**src/verilog/rv32_pkg.sv**
```systemverilog
`default_nettype none

package rv32_pkg;

  localparam int xlen = 32;

  typedef logic [xlen-1:0] word_t;
  typedef logic [4:0]      reg_addr_t;

  typedef enum logic [6:0] {
    opc_lui    = 7'b0110111,
    opc_auipc  = 7'b0010111,
    opc_jal    = 7'b1101111,
    opc_jalr   = 7'b1100111,
    opc_branch = 7'b1100011,
    opc_load   = 7'b0000011,
    opc_store  = 7'b0100011,
    opc_op_imm = 7'b0010011,
    opc_op     = 7'b0110011
  } opcode_e;

  typedef struct packed {
    logic [6:0] funct7;
    reg_addr_t  rs2;
    reg_addr_t  rs1;
    logic [2:0] funct3;
    reg_addr_t  rd;
    logic [6:0] opcode;
  } r_fmt_t;

  typedef struct packed {
    logic [11:0] imm;
    reg_addr_t   rs1;
    logic [2:0]  funct3;
    reg_addr_t   rd;
    logic [6:0]  opcode;
  } i_fmt_t;

  typedef union packed {
    r_fmt_t r;
    i_fmt_t i;
  } instr_t;

  typedef enum logic [3:0] {
    alu_add, alu_sub, alu_sll, alu_slt, alu_sltu, alu_xor,
    alu_srl, alu_sra, alu_or, alu_and, alu_pass_b
  } alu_op_e;

  // values follow funct3 of the branch opcode
  typedef enum logic [2:0] {
    br_eq  = 3'b000,
    br_ne  = 3'b001,
    br_lt  = 3'b100,
    br_ge  = 3'b101,
    br_ltu = 3'b110,
    br_geu = 3'b111
  } branch_e;

  typedef enum logic [1:0] {
    size_byte = 2'b00,
    size_half = 2'b01,
    size_word = 2'b10
  } mem_size_e;

  typedef enum logic [2:0] {
    kind_alu, kind_branch, kind_jal, kind_jalr, kind_load, kind_store, kind_illegal
  } kind_e;

  typedef struct packed {
    kind_e     kind;
    reg_addr_t rd;
    reg_addr_t rs1;
    reg_addr_t rs2;
    alu_op_e   alu_op;
    logic      use_imm;
    logic      use_pc;
    branch_e   branch;
    mem_size_e mem_size;
    logic      mem_unsigned;
    word_t     imm;
  } decoded_t;

  typedef struct packed {
    logic       valid;
    logic       instr;
    word_t      addr;
    word_t      wdata;
    logic [3:0] wstrb;
  } mem_req_t;

  typedef struct packed {
    logic  ready;
    word_t rdata;
  } mem_rsp_t;

endpackage

`default_nettype wire

```
**src/verilog/rv32_alu.sv**
```systemverilog
`timescale 1ns/1ns
`default_nettype none

module rv32_alu (
  input  rv32_pkg::alu_op_e op,
  input  rv32_pkg::branch_e branch,
  input  rv32_pkg::word_t   a,
  input  rv32_pkg::word_t   b,
  output rv32_pkg::word_t   result,
  output logic              taken
);

  logic [4:0] shamt;

  assign shamt = b[4:0];

  always_comb begin
    case (op)
      rv32_pkg::alu_add:  result = a + b;
      rv32_pkg::alu_sub:  result = a - b;
      rv32_pkg::alu_sll:  result = a << shamt;
      rv32_pkg::alu_slt:  result = {31'b0, $signed(a) < $signed(b)};
      rv32_pkg::alu_sltu: result = {31'b0, a < b};
      rv32_pkg::alu_xor:  result = a ^ b;
      rv32_pkg::alu_srl:  result = a >> shamt;
      rv32_pkg::alu_sra:  result = $signed(a) >>> shamt;
      rv32_pkg::alu_or:   result = a | b;
      rv32_pkg::alu_and:  result = a & b;
      default:            result = b;
    endcase
  end

  // branch compare works on the register operands
  always_comb begin
    case (branch)
      rv32_pkg::br_eq:  taken = a == b;
      rv32_pkg::br_ne:  taken = a != b;
      rv32_pkg::br_lt:  taken = $signed(a) < $signed(b);
      rv32_pkg::br_ge:  taken = $signed(a) >= $signed(b);
      rv32_pkg::br_ltu: taken = a < b;
      rv32_pkg::br_geu: taken = a >= b;
      default:          taken = 1'b0;
    endcase
  end

endmodule

`default_nettype wire

```
**src/verilog/rv32_control.sv**
```systemverilog
`timescale 1ns/1ns
`default_nettype none

module rv32_control #(
  parameter rv32_pkg::word_t reset_pc = 32'h0000_0000
) (
  input  logic               clk,
  input  logic               reset,
  input  rv32_pkg::decoded_t dec,
  input  rv32_pkg::word_t    rs1_data,
  input  rv32_pkg::word_t    rs2_data,
  input  rv32_pkg::word_t    alu_result,
  input  logic               taken,
  input  rv32_pkg::word_t    lsu_addr,
  input  logic [3:0]         lsu_wstrb,
  input  rv32_pkg::word_t    lsu_wdata,
  input  logic               misaligned,
  input  rv32_pkg::word_t    load_data,
  input  rv32_pkg::mem_rsp_t mem_rsp,
  output rv32_pkg::mem_req_t mem_req,
  output rv32_pkg::instr_t   instr,
  output rv32_pkg::word_t    pc,
  output rv32_pkg::word_t    alu_a,
  output rv32_pkg::word_t    alu_b,
  output logic               rf_we,
  output rv32_pkg::word_t    rf_wdata,
  output logic               trap
);

  typedef enum logic [2:0] {
    st_fetch, st_wait_instr, st_execute, st_mem_wait, st_check_pc, st_write_back, st_trap
  } state_e;

  state_e             state;
  rv32_pkg::mem_req_t req_q;
  rv32_pkg::word_t    next_pc;
  rv32_pkg::word_t    target;
  rv32_pkg::word_t    wb_data;
  rv32_pkg::word_t    pc_plus4;
  logic               trap_q;

  assign pc_plus4 = pc + 32'd4;

  assign alu_a = dec.use_pc ? pc : rs1_data;
  assign alu_b = dec.use_imm ? dec.imm : rs2_data;

  assign rf_we    = state == st_write_back;
  assign rf_wdata = wb_data;
  assign mem_req  = req_q;
  assign trap     = trap_q;

  always_ff @(posedge clk) begin
    if (reset) begin
      state       <= st_fetch;
      pc          <= reset_pc;
      next_pc     <= reset_pc;
      req_q.valid <= 1'b0;
      trap_q      <= 1'b0;
    end else begin
      case (state)
        st_fetch: begin
          req_q.valid <= 1'b1;
          req_q.instr <= 1'b1;
          req_q.addr  <= next_pc;
          req_q.wstrb <= 4'b0000;
          state       <= st_wait_instr;
        end
        st_wait_instr: begin
          if (mem_rsp.ready) begin
            req_q.valid <= 1'b0;
            pc          <= req_q.addr;
            instr       <= rv32_pkg::instr_t'(mem_rsp.rdata);
            state       <= st_execute;
          end
        end
        st_execute: begin
          // anything not taking the alu path commits its next pc in check_pc
          target <= pc_plus4;
          case (dec.kind)
            rv32_pkg::kind_alu: begin
              wb_data <= alu_result;
              next_pc <= pc_plus4;
              state   <= st_write_back;
            end
            rv32_pkg::kind_jal: begin
              wb_data <= pc_plus4;
              target  <= pc + dec.imm;
              state   <= st_check_pc;
            end
            rv32_pkg::kind_jalr: begin
              wb_data <= pc_plus4;
              target  <= {alu_result[31:1], 1'b0};
              state   <= st_check_pc;
            end
            rv32_pkg::kind_branch: begin
              target <= taken ? pc + dec.imm : pc_plus4;
              state  <= st_check_pc;
            end
            rv32_pkg::kind_load, rv32_pkg::kind_store: begin
              if (misaligned) begin
                trap_q <= 1'b1;
                state  <= st_trap;
              end else begin
                req_q.valid <= 1'b1;
                req_q.instr <= 1'b0;
                req_q.addr  <= lsu_addr;
                req_q.wdata <= lsu_wdata;
                req_q.wstrb <= (dec.kind == rv32_pkg::kind_store) ? lsu_wstrb : 4'b0000;
                state       <= st_mem_wait;
              end
            end
            default: begin
              trap_q <= 1'b1;
              state  <= st_trap;
            end
          endcase
        end
        st_mem_wait: begin
          if (mem_rsp.ready) begin
            req_q.valid <= 1'b0;
            wb_data     <= load_data;
            state       <= st_check_pc;
          end
        end
        st_check_pc: begin
          if (target[1:0] != 2'b00) begin
            trap_q <= 1'b1;
            state  <= st_trap;
          end else begin
            next_pc <= target;
            if (dec.kind == rv32_pkg::kind_branch || dec.kind == rv32_pkg::kind_store) begin
              state <= st_fetch;
            end else begin
              state <= st_write_back;
            end
          end
        end
        st_write_back: begin
          state <= st_fetch;
        end
        default: begin
          // halted until reset
          trap_q <= 1'b1;
        end
      endcase
    end
  end

endmodule

`default_nettype wire

```
**src/verilog/rv32_core.sv**
```systemverilog
`timescale 1ns/1ns
`default_nettype none

module rv32_core #(
  parameter rv32_pkg::word_t reset_pc = 32'h0000_0000
) (
  input  logic               clk,
  input  logic               reset,
  output rv32_pkg::mem_req_t mem_req,
  input  rv32_pkg::mem_rsp_t mem_rsp,
  output logic               trap
);

  rv32_pkg::instr_t   instr;
  rv32_pkg::decoded_t dec;
  rv32_pkg::word_t    pc;
  rv32_pkg::word_t    rs1_data;
  rv32_pkg::word_t    rs2_data;
  rv32_pkg::word_t    alu_a;
  rv32_pkg::word_t    alu_b;
  rv32_pkg::word_t    alu_result;
  logic               taken;
  rv32_pkg::word_t    lsu_addr;
  logic [3:0]         lsu_wstrb;
  rv32_pkg::word_t    lsu_wdata;
  logic               misaligned;
  rv32_pkg::word_t    load_data;
  logic               rf_we;
  rv32_pkg::word_t    rf_wdata;

  rv32_control #(
    .reset_pc(reset_pc)
  ) i_control (
    .clk       (clk),
    .reset     (reset),
    .dec       (dec),
    .rs1_data  (rs1_data),
    .rs2_data  (rs2_data),
    .alu_result(alu_result),
    .taken     (taken),
    .lsu_addr  (lsu_addr),
    .lsu_wstrb (lsu_wstrb),
    .lsu_wdata (lsu_wdata),
    .misaligned(misaligned),
    .load_data (load_data),
    .mem_rsp   (mem_rsp),
    .mem_req   (mem_req),
    .instr     (instr),
    .pc        (pc),
    .alu_a     (alu_a),
    .alu_b     (alu_b),
    .rf_we     (rf_we),
    .rf_wdata  (rf_wdata),
    .trap      (trap)
  );

  rv32_decoder i_decoder (
    .instr(instr),
    .dec  (dec)
  );

  rv32_regfile i_regfile (
    .clk     (clk),
    .we      (rf_we),
    .waddr   (dec.rd),
    .wdata   (rf_wdata),
    .rs1     (dec.rs1),
    .rs2     (dec.rs2),
    .rs1_data(rs1_data),
    .rs2_data(rs2_data)
  );

  rv32_alu i_alu (
    .op    (dec.alu_op),
    .branch(dec.branch),
    .a     (alu_a),
    .b     (alu_b),
    .result(alu_result),
    .taken (taken)
  );

  rv32_lsu i_lsu (
    .dec       (dec),
    .base      (rs1_data),
    .store_data(rs2_data),
    .rdata     (mem_rsp.rdata),
    .addr      (lsu_addr),
    .wstrb     (lsu_wstrb),
    .wdata     (lsu_wdata),
    .misaligned(misaligned),
    .load_data (load_data)
  );

endmodule

`default_nettype wire

```
**src/verilog/rv32_decoder.sv**
```systemverilog
`timescale 1ns/1ns
`default_nettype none

module rv32_decoder (
  input  rv32_pkg::instr_t   instr,
  output rv32_pkg::decoded_t dec
);

  logic [6:0]        funct7;
  logic [2:0]        funct3;
  logic              reg_form;
  logic              alu_legal;
  rv32_pkg::alu_op_e alu_op;
  rv32_pkg::word_t   imm_i;
  rv32_pkg::word_t   imm_s;
  rv32_pkg::word_t   imm_b;
  rv32_pkg::word_t   imm_u;
  rv32_pkg::word_t   imm_j;

  assign funct7   = instr.r.funct7;
  assign funct3   = instr.r.funct3;
  assign reg_form = instr.r.opcode == rv32_pkg::opc_op;

  assign imm_i = {{20{instr.i.imm[11]}}, instr.i.imm};
  assign imm_s = {{20{funct7[6]}}, funct7, instr.r.rd};
  assign imm_b = {{20{funct7[6]}}, instr.r.rd[0], funct7[5:0], instr.r.rd[4:1], 1'b0};
  assign imm_u = {funct7, instr.r.rs2, instr.r.rs1, funct3, 12'h000};
  assign imm_j = {{12{funct7[6]}}, instr.r.rs1, funct3, instr.r.rs2[0],
                  funct7[5:0], instr.r.rs2[4:1], 1'b0};

  // only sub, sra and srai may use a nonzero funct7
  always_comb begin
    if (reg_form) begin
      alu_legal = funct7 == 7'h00 ||
                  (funct7 == 7'h20 && (funct3 == 3'b000 || funct3 == 3'b101));
    end else if (funct3 == 3'b001) begin
      alu_legal = funct7 == 7'h00;
    end else if (funct3 == 3'b101) begin
      alu_legal = funct7 == 7'h00 || funct7 == 7'h20;
    end else begin
      alu_legal = 1'b1;
    end
  end

  always_comb begin
    case (funct3)
      3'b000:  alu_op = (reg_form && funct7[5]) ? rv32_pkg::alu_sub : rv32_pkg::alu_add;
      3'b001:  alu_op = rv32_pkg::alu_sll;
      3'b010:  alu_op = rv32_pkg::alu_slt;
      3'b011:  alu_op = rv32_pkg::alu_sltu;
      3'b100:  alu_op = rv32_pkg::alu_xor;
      3'b101:  alu_op = funct7[5] ? rv32_pkg::alu_sra : rv32_pkg::alu_srl;
      3'b110:  alu_op = rv32_pkg::alu_or;
      default: alu_op = rv32_pkg::alu_and;
    endcase
  end

  always_comb begin
    dec              = '0;
    dec.kind         = rv32_pkg::kind_illegal;
    dec.rd           = instr.r.rd;
    dec.rs1          = instr.r.rs1;
    dec.rs2          = instr.r.rs2;
    dec.alu_op       = rv32_pkg::alu_add;
    dec.branch       = rv32_pkg::branch_e'(funct3);
    dec.mem_size     = rv32_pkg::mem_size_e'(funct3[1:0]);
    dec.mem_unsigned = funct3[2];
    // compressed words never match, their low bits are not 2'b11
    case (instr.r.opcode)
      rv32_pkg::opc_lui: begin
        dec.kind    = rv32_pkg::kind_alu;
        dec.alu_op  = rv32_pkg::alu_pass_b;
        dec.use_imm = 1'b1;
        dec.imm     = imm_u;
      end
      rv32_pkg::opc_auipc: begin
        dec.kind    = rv32_pkg::kind_alu;
        dec.use_pc  = 1'b1;
        dec.use_imm = 1'b1;
        dec.imm     = imm_u;
      end
      rv32_pkg::opc_jal: begin
        dec.kind = rv32_pkg::kind_jal;
        dec.imm  = imm_j;
      end
      rv32_pkg::opc_jalr: begin
        if (funct3 == 3'b000) begin
          dec.kind = rv32_pkg::kind_jalr;
        end
        dec.use_imm = 1'b1;
        dec.imm     = imm_i;
      end
      rv32_pkg::opc_branch: begin
        if (funct3[2:1] != 2'b01) begin
          dec.kind = rv32_pkg::kind_branch;
        end
        dec.imm = imm_b;
      end
      rv32_pkg::opc_load: begin
        if (funct3[1:0] != 2'b11 && funct3[2:1] != 2'b11) begin
          dec.kind = rv32_pkg::kind_load;
        end
        dec.imm = imm_i;
      end
      rv32_pkg::opc_store: begin
        if (!funct3[2] && funct3[1:0] != 2'b11) begin
          dec.kind = rv32_pkg::kind_store;
        end
        dec.imm = imm_s;
      end
      rv32_pkg::opc_op_imm, rv32_pkg::opc_op: begin
        if (alu_legal) begin
          dec.kind = rv32_pkg::kind_alu;
        end
        dec.alu_op  = alu_op;
        dec.use_imm = !reg_form;
        dec.imm     = imm_i;
      end
      default: begin
        dec.kind = rv32_pkg::kind_illegal;
      end
    endcase
  end

endmodule

`default_nettype wire

```
**src/verilog/rv32_lsu.sv**
```systemverilog
`timescale 1ns/1ns
`default_nettype none

module rv32_lsu (
  input  rv32_pkg::decoded_t dec,
  input  rv32_pkg::word_t    base,
  input  rv32_pkg::word_t    store_data,
  input  rv32_pkg::word_t    rdata,
  output rv32_pkg::word_t    addr,
  output logic [3:0]         wstrb,
  output rv32_pkg::word_t    wdata,
  output logic               misaligned,
  output rv32_pkg::word_t    load_data
);

  rv32_pkg::word_t ea;
  logic [7:0]      lane_b;
  logic [15:0]     lane_h;

  assign ea   = base + dec.imm;
  assign addr = {ea[31:2], 2'b00};

  assign misaligned = (dec.mem_size == rv32_pkg::size_half && ea[0]) ||
                      (dec.mem_size == rv32_pkg::size_word && ea[1:0] != 2'b00);

  // data is replicated so any enabled lane carries it
  always_comb begin
    case (dec.mem_size)
      rv32_pkg::size_byte: begin
        wstrb = 4'b0001 << ea[1:0];
        wdata = {4{store_data[7:0]}};
      end
      rv32_pkg::size_half: begin
        wstrb = ea[1] ? 4'b1100 : 4'b0011;
        wdata = {2{store_data[15:0]}};
      end
      default: begin
        wstrb = 4'b1111;
        wdata = store_data;
      end
    endcase
  end

  assign lane_b = rdata[ea[1:0]*8 +: 8];
  assign lane_h = ea[1] ? rdata[31:16] : rdata[15:0];

  always_comb begin
    case (dec.mem_size)
      rv32_pkg::size_byte: begin
        load_data = {{24{lane_b[7] & !dec.mem_unsigned}}, lane_b};
      end
      rv32_pkg::size_half: begin
        load_data = {{16{lane_h[15] & !dec.mem_unsigned}}, lane_h};
      end
      default: begin
        load_data = rdata;
      end
    endcase
  end

endmodule

`default_nettype wire

```
**src/verilog/rv32_regfile.sv**
```systemverilog
`timescale 1ns/1ns
`default_nettype none

module rv32_regfile (
  input  logic                clk,
  input  logic                we,
  input  rv32_pkg::reg_addr_t waddr,
  input  rv32_pkg::word_t     wdata,
  input  rv32_pkg::reg_addr_t rs1,
  input  rv32_pkg::reg_addr_t rs2,
  output rv32_pkg::word_t     rs1_data,
  output rv32_pkg::word_t     rs2_data
);

  rv32_pkg::word_t regs [32];

  always_ff @(posedge clk) begin
    if (we && waddr != 5'd0) begin
      regs[waddr] <= wdata;
    end
  end

  // x0 is never written, so its entry is masked on read
  assign rs1_data = (rs1 == 5'd0) ? '0 : regs[rs1];
  assign rs2_data = (rs2 == 5'd0) ? '0 : regs[rs2];

endmodule

`default_nettype wire
```
**config.mk**
```make
export PLATFORM = sky130hd
export DESIGN_NAME = rv32_core
export DESIGN_NICKNAME = d
export VERILOG_FILES = /design/src/verilog/rv32_pkg.sv /design/src/verilog/rv32_alu.sv /design/src/verilog/rv32_control.sv /design/src/verilog/rv32_core.sv /design/src/verilog/rv32_decoder.sv /design/src/verilog/rv32_lsu.sv /design/src/verilog/rv32_regfile.sv
export SDC_FILE = /design/constraint.sdc
export NUM_CORES = 2
export LEC_CHECK = 0
export ABC_AREA = 0
export BUFFER_PORTS_ARGS = -buffer_cell sky130_fd_sc_hd__buf_2
export CORE_AREA = 2 2 384 386
export CTS_CLUSTER_DIAMETER = 80
export DETAILED_ROUTE_END_ITERATION = 8
export DIE_AREA = 0 0 386 388
export PLACE_DENSITY = 0.65
export SYNTH_ARGS = -nofsm -noshare
export SYNTH_HDL_FRONTEND = slang
export SYNTH_SLANG_ARGS = --single-unit
```
**constraint.sdc**
```tcl
create_clock -name clk -period 21.1 [get_ports clk]
set_input_delay 1.055 -clock clk [delete_from_list [all_inputs] [get_ports clk]]
set_output_delay 1.055 -clock clk [all_outputs]
set_load 0.01 [all_outputs]
```
# Word-level counts from Yosys, hierarchy flattened
# Memories as Yosys holds them, arrays and structs flattened. A register that Yosys moved wholly into a read port is not among the register bits.
# Cells that the tools add are included.
# totals
register_bits	234
memories	1
elab_cells	196
mem_bits_rw	1024
# op_classes
n_reduce_logical	50
magnitude_cmp	4
bitwise	8
mux	57
n_eq_ne	54
shifts	5
n_addsub	5
# memory_table
name	words	word_bits	read_ports	rd_clocked_by_memory_dff	wr	line	text
i_regfile.regs	32	32	2	2	1	rv32_regfile.sv:15	rv32_pkg::word_t regs [32];
# ops
operator	count
case mux 32 bit (10 select lines)	1
case mux 32 bit (2 select lines)	5
2-to-1 mux 32 bit	8
case mux 32 bit (5 select lines)	1
2-to-1 mux 70 bit	2
adder 32 bit	3
case mux 32 bit (3 select lines)	1
case mux 33 bit (2 select lines)	1
greater-or-equal comparator 32 bit	2
less-than comparator 32 bit	2
adder 32 x 3 -> 32 bit, second input constant	1
AND 32 bit	1
== test 32 bit	1
!= test 32 bit	1
bitwise OR 32 bit	1
indexed part select 32 x 6 -> 8 bit	1
<< shifter 32 x 5 -> 32 bit	1
right shift 32 x 5 -> 32 bit	1
>>> shifter 32 x 5 -> 32 bit	1
subtractor 32 bit	1
XOR 32 bit	1
== test 7 x 6 -> 1 bit, second input constant	4
case mux 4 bit (7 select lines)	1
== test 3 bit, second input constant	8
other kinds (49)	133

# Depth between registers and ports, before layout
# logic_depth
ltp_word	12
mapped_depth	32
depth_no_buf	22

# Modules after synthesis
# A second synthesis with hierarchy kept.
# unflattened
cells_unflattened	5526
area_unflattened_um2	72052.9
# by_module_without_submodules
module	cells_each	n_inst	area_each_um2
rv32_regfile	2400	1	47000.1
rv32_control	1203	1	12180.4
rv32_alu	1351	1	8982.4
rv32_lsu	435	1	2959.1
rv32_decoder	137	1	930.9

# Worst setup path before layout
# No wires, ideal clock.
# synth_timing
path_kind	reg2reg
startpoint	register (tool-made name)
endpoint	register i_control.req_q, in the netlist i_control.mem_req[0] (enable)
path_slack_ns	14.271
n_path_buf	4
arrival_ns	6.344
required_time_ns	20.615
path_stages_with_launch	17
cell_sequence	dfxtp_1 > buf_2 > buf_2 > buf_2 > buf_1 > mux4_2 > mux2i_1 > nand2_1 > and2_1 > ha_1 > fa_1 > nor2_1 > nor2_1 > a311oi_1 > nand2_1 > a21oi_1 > nor3b_1
# synth_rtl
element	line	text
end, declared	rv32_control.sv:35	rv32_pkg::mem_req_t req_q;

==> summary.txt <==
Global routing
  – Met2 Track Usage GR: 58.1%
  – GRT Overall Usage: 39.7%
  – First-pass GRT wire length: 414000 um
  – Largest net degree at the start of global routing: 136
  – Initial antenna violation count: 14
  – GR Util met3: 8.85%
  – Grt total ovfl: 0
  – Vias in the first global route: 52600
  – Layer with the highest usage: met2
  – Met1 Use GR: 53.8%

Timing
  – Worst hold slack: 0.478 ns
  – Final Hold Vio Count: 0
  – Fin crit share: 49.9%
  – Setup TNS: 0 ns
  – Slew @ Worst Pin: 1.56 ns
  – Final setup viols: 0
  – Min cycle time layout: 10.53 ns
  – Fin Clk Skew: 0.0715 ns
  – F_max: 0.0950 GHz
  – RSZ-0062 raised after global routing: false
  – Relative slew slack: -4.78%
  – Max-slew violations: 5

Setup path
  – Reg2reg setup slack: 10.57 ns
  – Worst Path Required: 21.60 ns
  – Worst-path fanout max: 63
  – Worst endpoint data arrival time: 11.03 ns
  – Crit Path Category: flop to flop
  – Setup crit start kind: flop
  – Crit. End Element: flop

Routing
  – Drt pass-1 iters: 6
  – Via count: 55600
  – DRC viols: 0
  – Via/cell ratio: 7.08
  – Final WL: 300000 um
  – Initial DRC count: 8147
  – Antenna-violating nets left: 0
  – Wire per inst: 38.2 um

Synthesis
  – Largest cells by area after synthesis: edfxtp_1 49%, mux4_2 11%, mux2i_1 8.5%
  – Post-synth top area cell: edfxtp_1
  – Largest family of logic cells by synthesized area: multiplexers
  – Post-synthesis instance total: 5741
  – Primary FF master, synth: edfxtp_1
  – Seq/Total Area, Yosys: 51.6%
  – Synth cell types: 93
  – Post-synth top area share: 49.4%
  – Most frequent cells after synthesis: 1189 x edfxtp_1, 614 x mux2i_1, 433 x a21oi_1, 413 x nand2_1, 358 x nor2_1
  – Synth Area in Compound Gates: 13.0%
  – Adder-Cell Fraction of Synth Area: 2.93%
  – Mean post-synth cell area: 12.6 sq um
  – Synth Area in Simple Gates: 7.57%
  – Most frequent cell after synthesis: edfxtp_1
  – Synth warn: 0
  – Number of flops mapped to enable cells by yosys: 1189
  – Syn Std Cell Area: 72200 sq um
  – Synth Area in XOR/XNOR: 1.27%
  – FF+latch count, synth: 1268
  – Post-synth ARST share: 0%
  – Mux contribution to synthesized area: 20.2%

Outcome
  – Failing checks: capacitance limit, slew limit
  – Status: finished, violations left

Clock tree
  – Clock-pin slew on the worst setup and hold paths: 0.07 ns
  – Clock Tree Root: clkbuf_16
  – CTS tree: done
  – Setup bufs post-CTS: 0
  – Post-CTS Hold Fix Bufs: 0
  – H-tree lvl count: 4
  – Sink Count: 1268
  – Worst skew pair latency: 0.80 ns
  – Cts repair resizes: 0
  – Number of CTS-inserted buffers: 140
  – Clock Path Buffers: 3

Final layout
  – Design area: 79800 sq um
  – FF+latch area: 37300 sq um
  – Util after Layout: 55.0%
  – Area Overhead vs Synth: 10.5%
  – Area taken by multi-input logic gates: 33100 sq um
  – Layout cells sized above 1: 17.0%
  – Fill cells: 12100
  – Final nets: 6020

Place
  – Placed cell areas: 75300 sq um
  – Gpl congestion: 1.07
  – Port Buffer Count: 105
  – DP HPWL: 201000 um

Power and ir drop
  – Combinational share of power: 27.9%
  – Pint: 4.74 mW
  – VDD IR max: 0.0000856 V
  – Leakage: 28.7 nW
  – Switch share: 34.8%
  – Net Switching: 2.52 mW
  – Power per cell area: 91.0 nW/um^2
  – Sequential share of power: 39.3%
  – Power Total: 7.26 mW
  – Clock power share: 32.8%

Die
  – Chip height: 388 um
  – Die W: 386 um
  – Die Area: 150000 sq um
  – Row count: 140
  – Core ar.: 145000 sq um
  – Initial Utilization: 49.7%
  – # IOs: 106

Job
  – Max-cap violation count: 2

Min path
  – Worst Hold Class: flop to flop
critical path, stage by stage, from the launching register on:
cell,delay (ns)
dfxtp_4,1.05
buf_4,0.94
buf_4,0.97
mux2i_1,0.19
a22oi_1,0.25
a21oi_1,0.17
nor4_1,1.04
a31oi_2,0.46
inv_1,0.20
ha_1,0.34
nor2b_1,0.24
o21ai_0,0.16
a211oi_1,0.18
o21ai_0,0.62
nand2_1,0.32
a211oi_1,0.78
o21ai_1,0.32
a2bb2oi_1,0.36
nand4_1,0.17
a22o_1,0.27
buf_4,0.28
a22oi_1,0.54
o21ai_0,0.17
stage by stage:
step / cells / setup WS (ns)
after floorplan: 5772 / 14.27
after global placement: 7590 / 10.44
after detailed placement: 7590 / 10.40
after CTS: 7844 / 10.36
after global routing: 7847 / 10.53
final: 7855 / 10.57
sequential cells by signal, summed over array words and instances, names as in the netlist, named ones only:
signal and cells:
i_control.instr 32, i_control.mem_req 70, i_control.next_pc 32, i_control.pc 32, i_control.rf_wdata 32, i_control.state 3, i_control.target 32, i_control.trap 1
i_regfile.regs 1024
power by group through the flow:
stage               logic (mW)  clock network [mW]  registers, mW
global placement          1.93                   0           2.90
global route              2.06                2.50           2.86
finish                    2.02                2.38           2.85
floorplan                 1.11                   0           2.87
detailed placement        1.92                   0           2.91
CTS                       1.93                2.40           2.85
routing by layer:
layer,up-vias,part of all wire [%]
met5,-,0.0070
met4,4,7.3
met3,841,12
met2,4077,44
met1,28000,38
li1,22700,-
placed cells by master (no fill, tap or decap), types with 25 or more instances in the layout:
cell type / instances
edfxtp_1: 1189
and2_1: 57
nor3_1: 61
nor2b_1: 25
buf_4: 190
ha_1: 163
nor2_4: 35
conb_1: 32
nor4_1: 36
o22ai_1: 30
mux4_2: 356
buf_2: 105
clkbuf_16: 142
xnor2_1: 69
o31ai_1: 25
a21o_1: 59
mux2_2: 34
and3_1: 47
o211ai_1: 52
a22oi_1: 267
a211oi_1: 60
a31oi_1: 53
dfxtp_1: 71
nand3_1: 60
nand2b_1: 28
mux2i_1: 614
nand2_1: 411
xor2_1: 36
nor2_1: 317
clkinv_1: 33
a21oi_1: 433
inv_1: 148
clkbuf_1: 29
o21ai_0: 238
cells by family (layout without fill, tap and decap cells):
group                      Yosys count  in the layout
xor gates and xnor gates           105            105
AOI/OAI and AO/OA                 1452           1452
muxes                             1005           1005
DFF                               1268           1268
adders and majority gates          167            167
buffers and inverters              549            707
other                                1             40
and+or+nand+nor                   1194           1194
final cells by class:
type / count / area share, %
multi-input cells: 3955 / 41.4
diodes: 8 / 0.0251
clock inverters: 83 / 0.925
well taps: 1917 / 3.01
flip-flops and latches: 1268 / 46.7
clock buffers: 171 / 4.59
inverters: 152 / 0.715
repair buffers: 301 / 2.56
final timing paths:
kind	depth (start not counted)	from	end
max	22	flop	i_control.target[22]
min reg2reg	2	i_control.trap	i_control.trap
max reg2reg	22	flop	i_control.target[22]
min	2	i_control.trap	i_control.trap
Power figures use the tool's default switching activity.
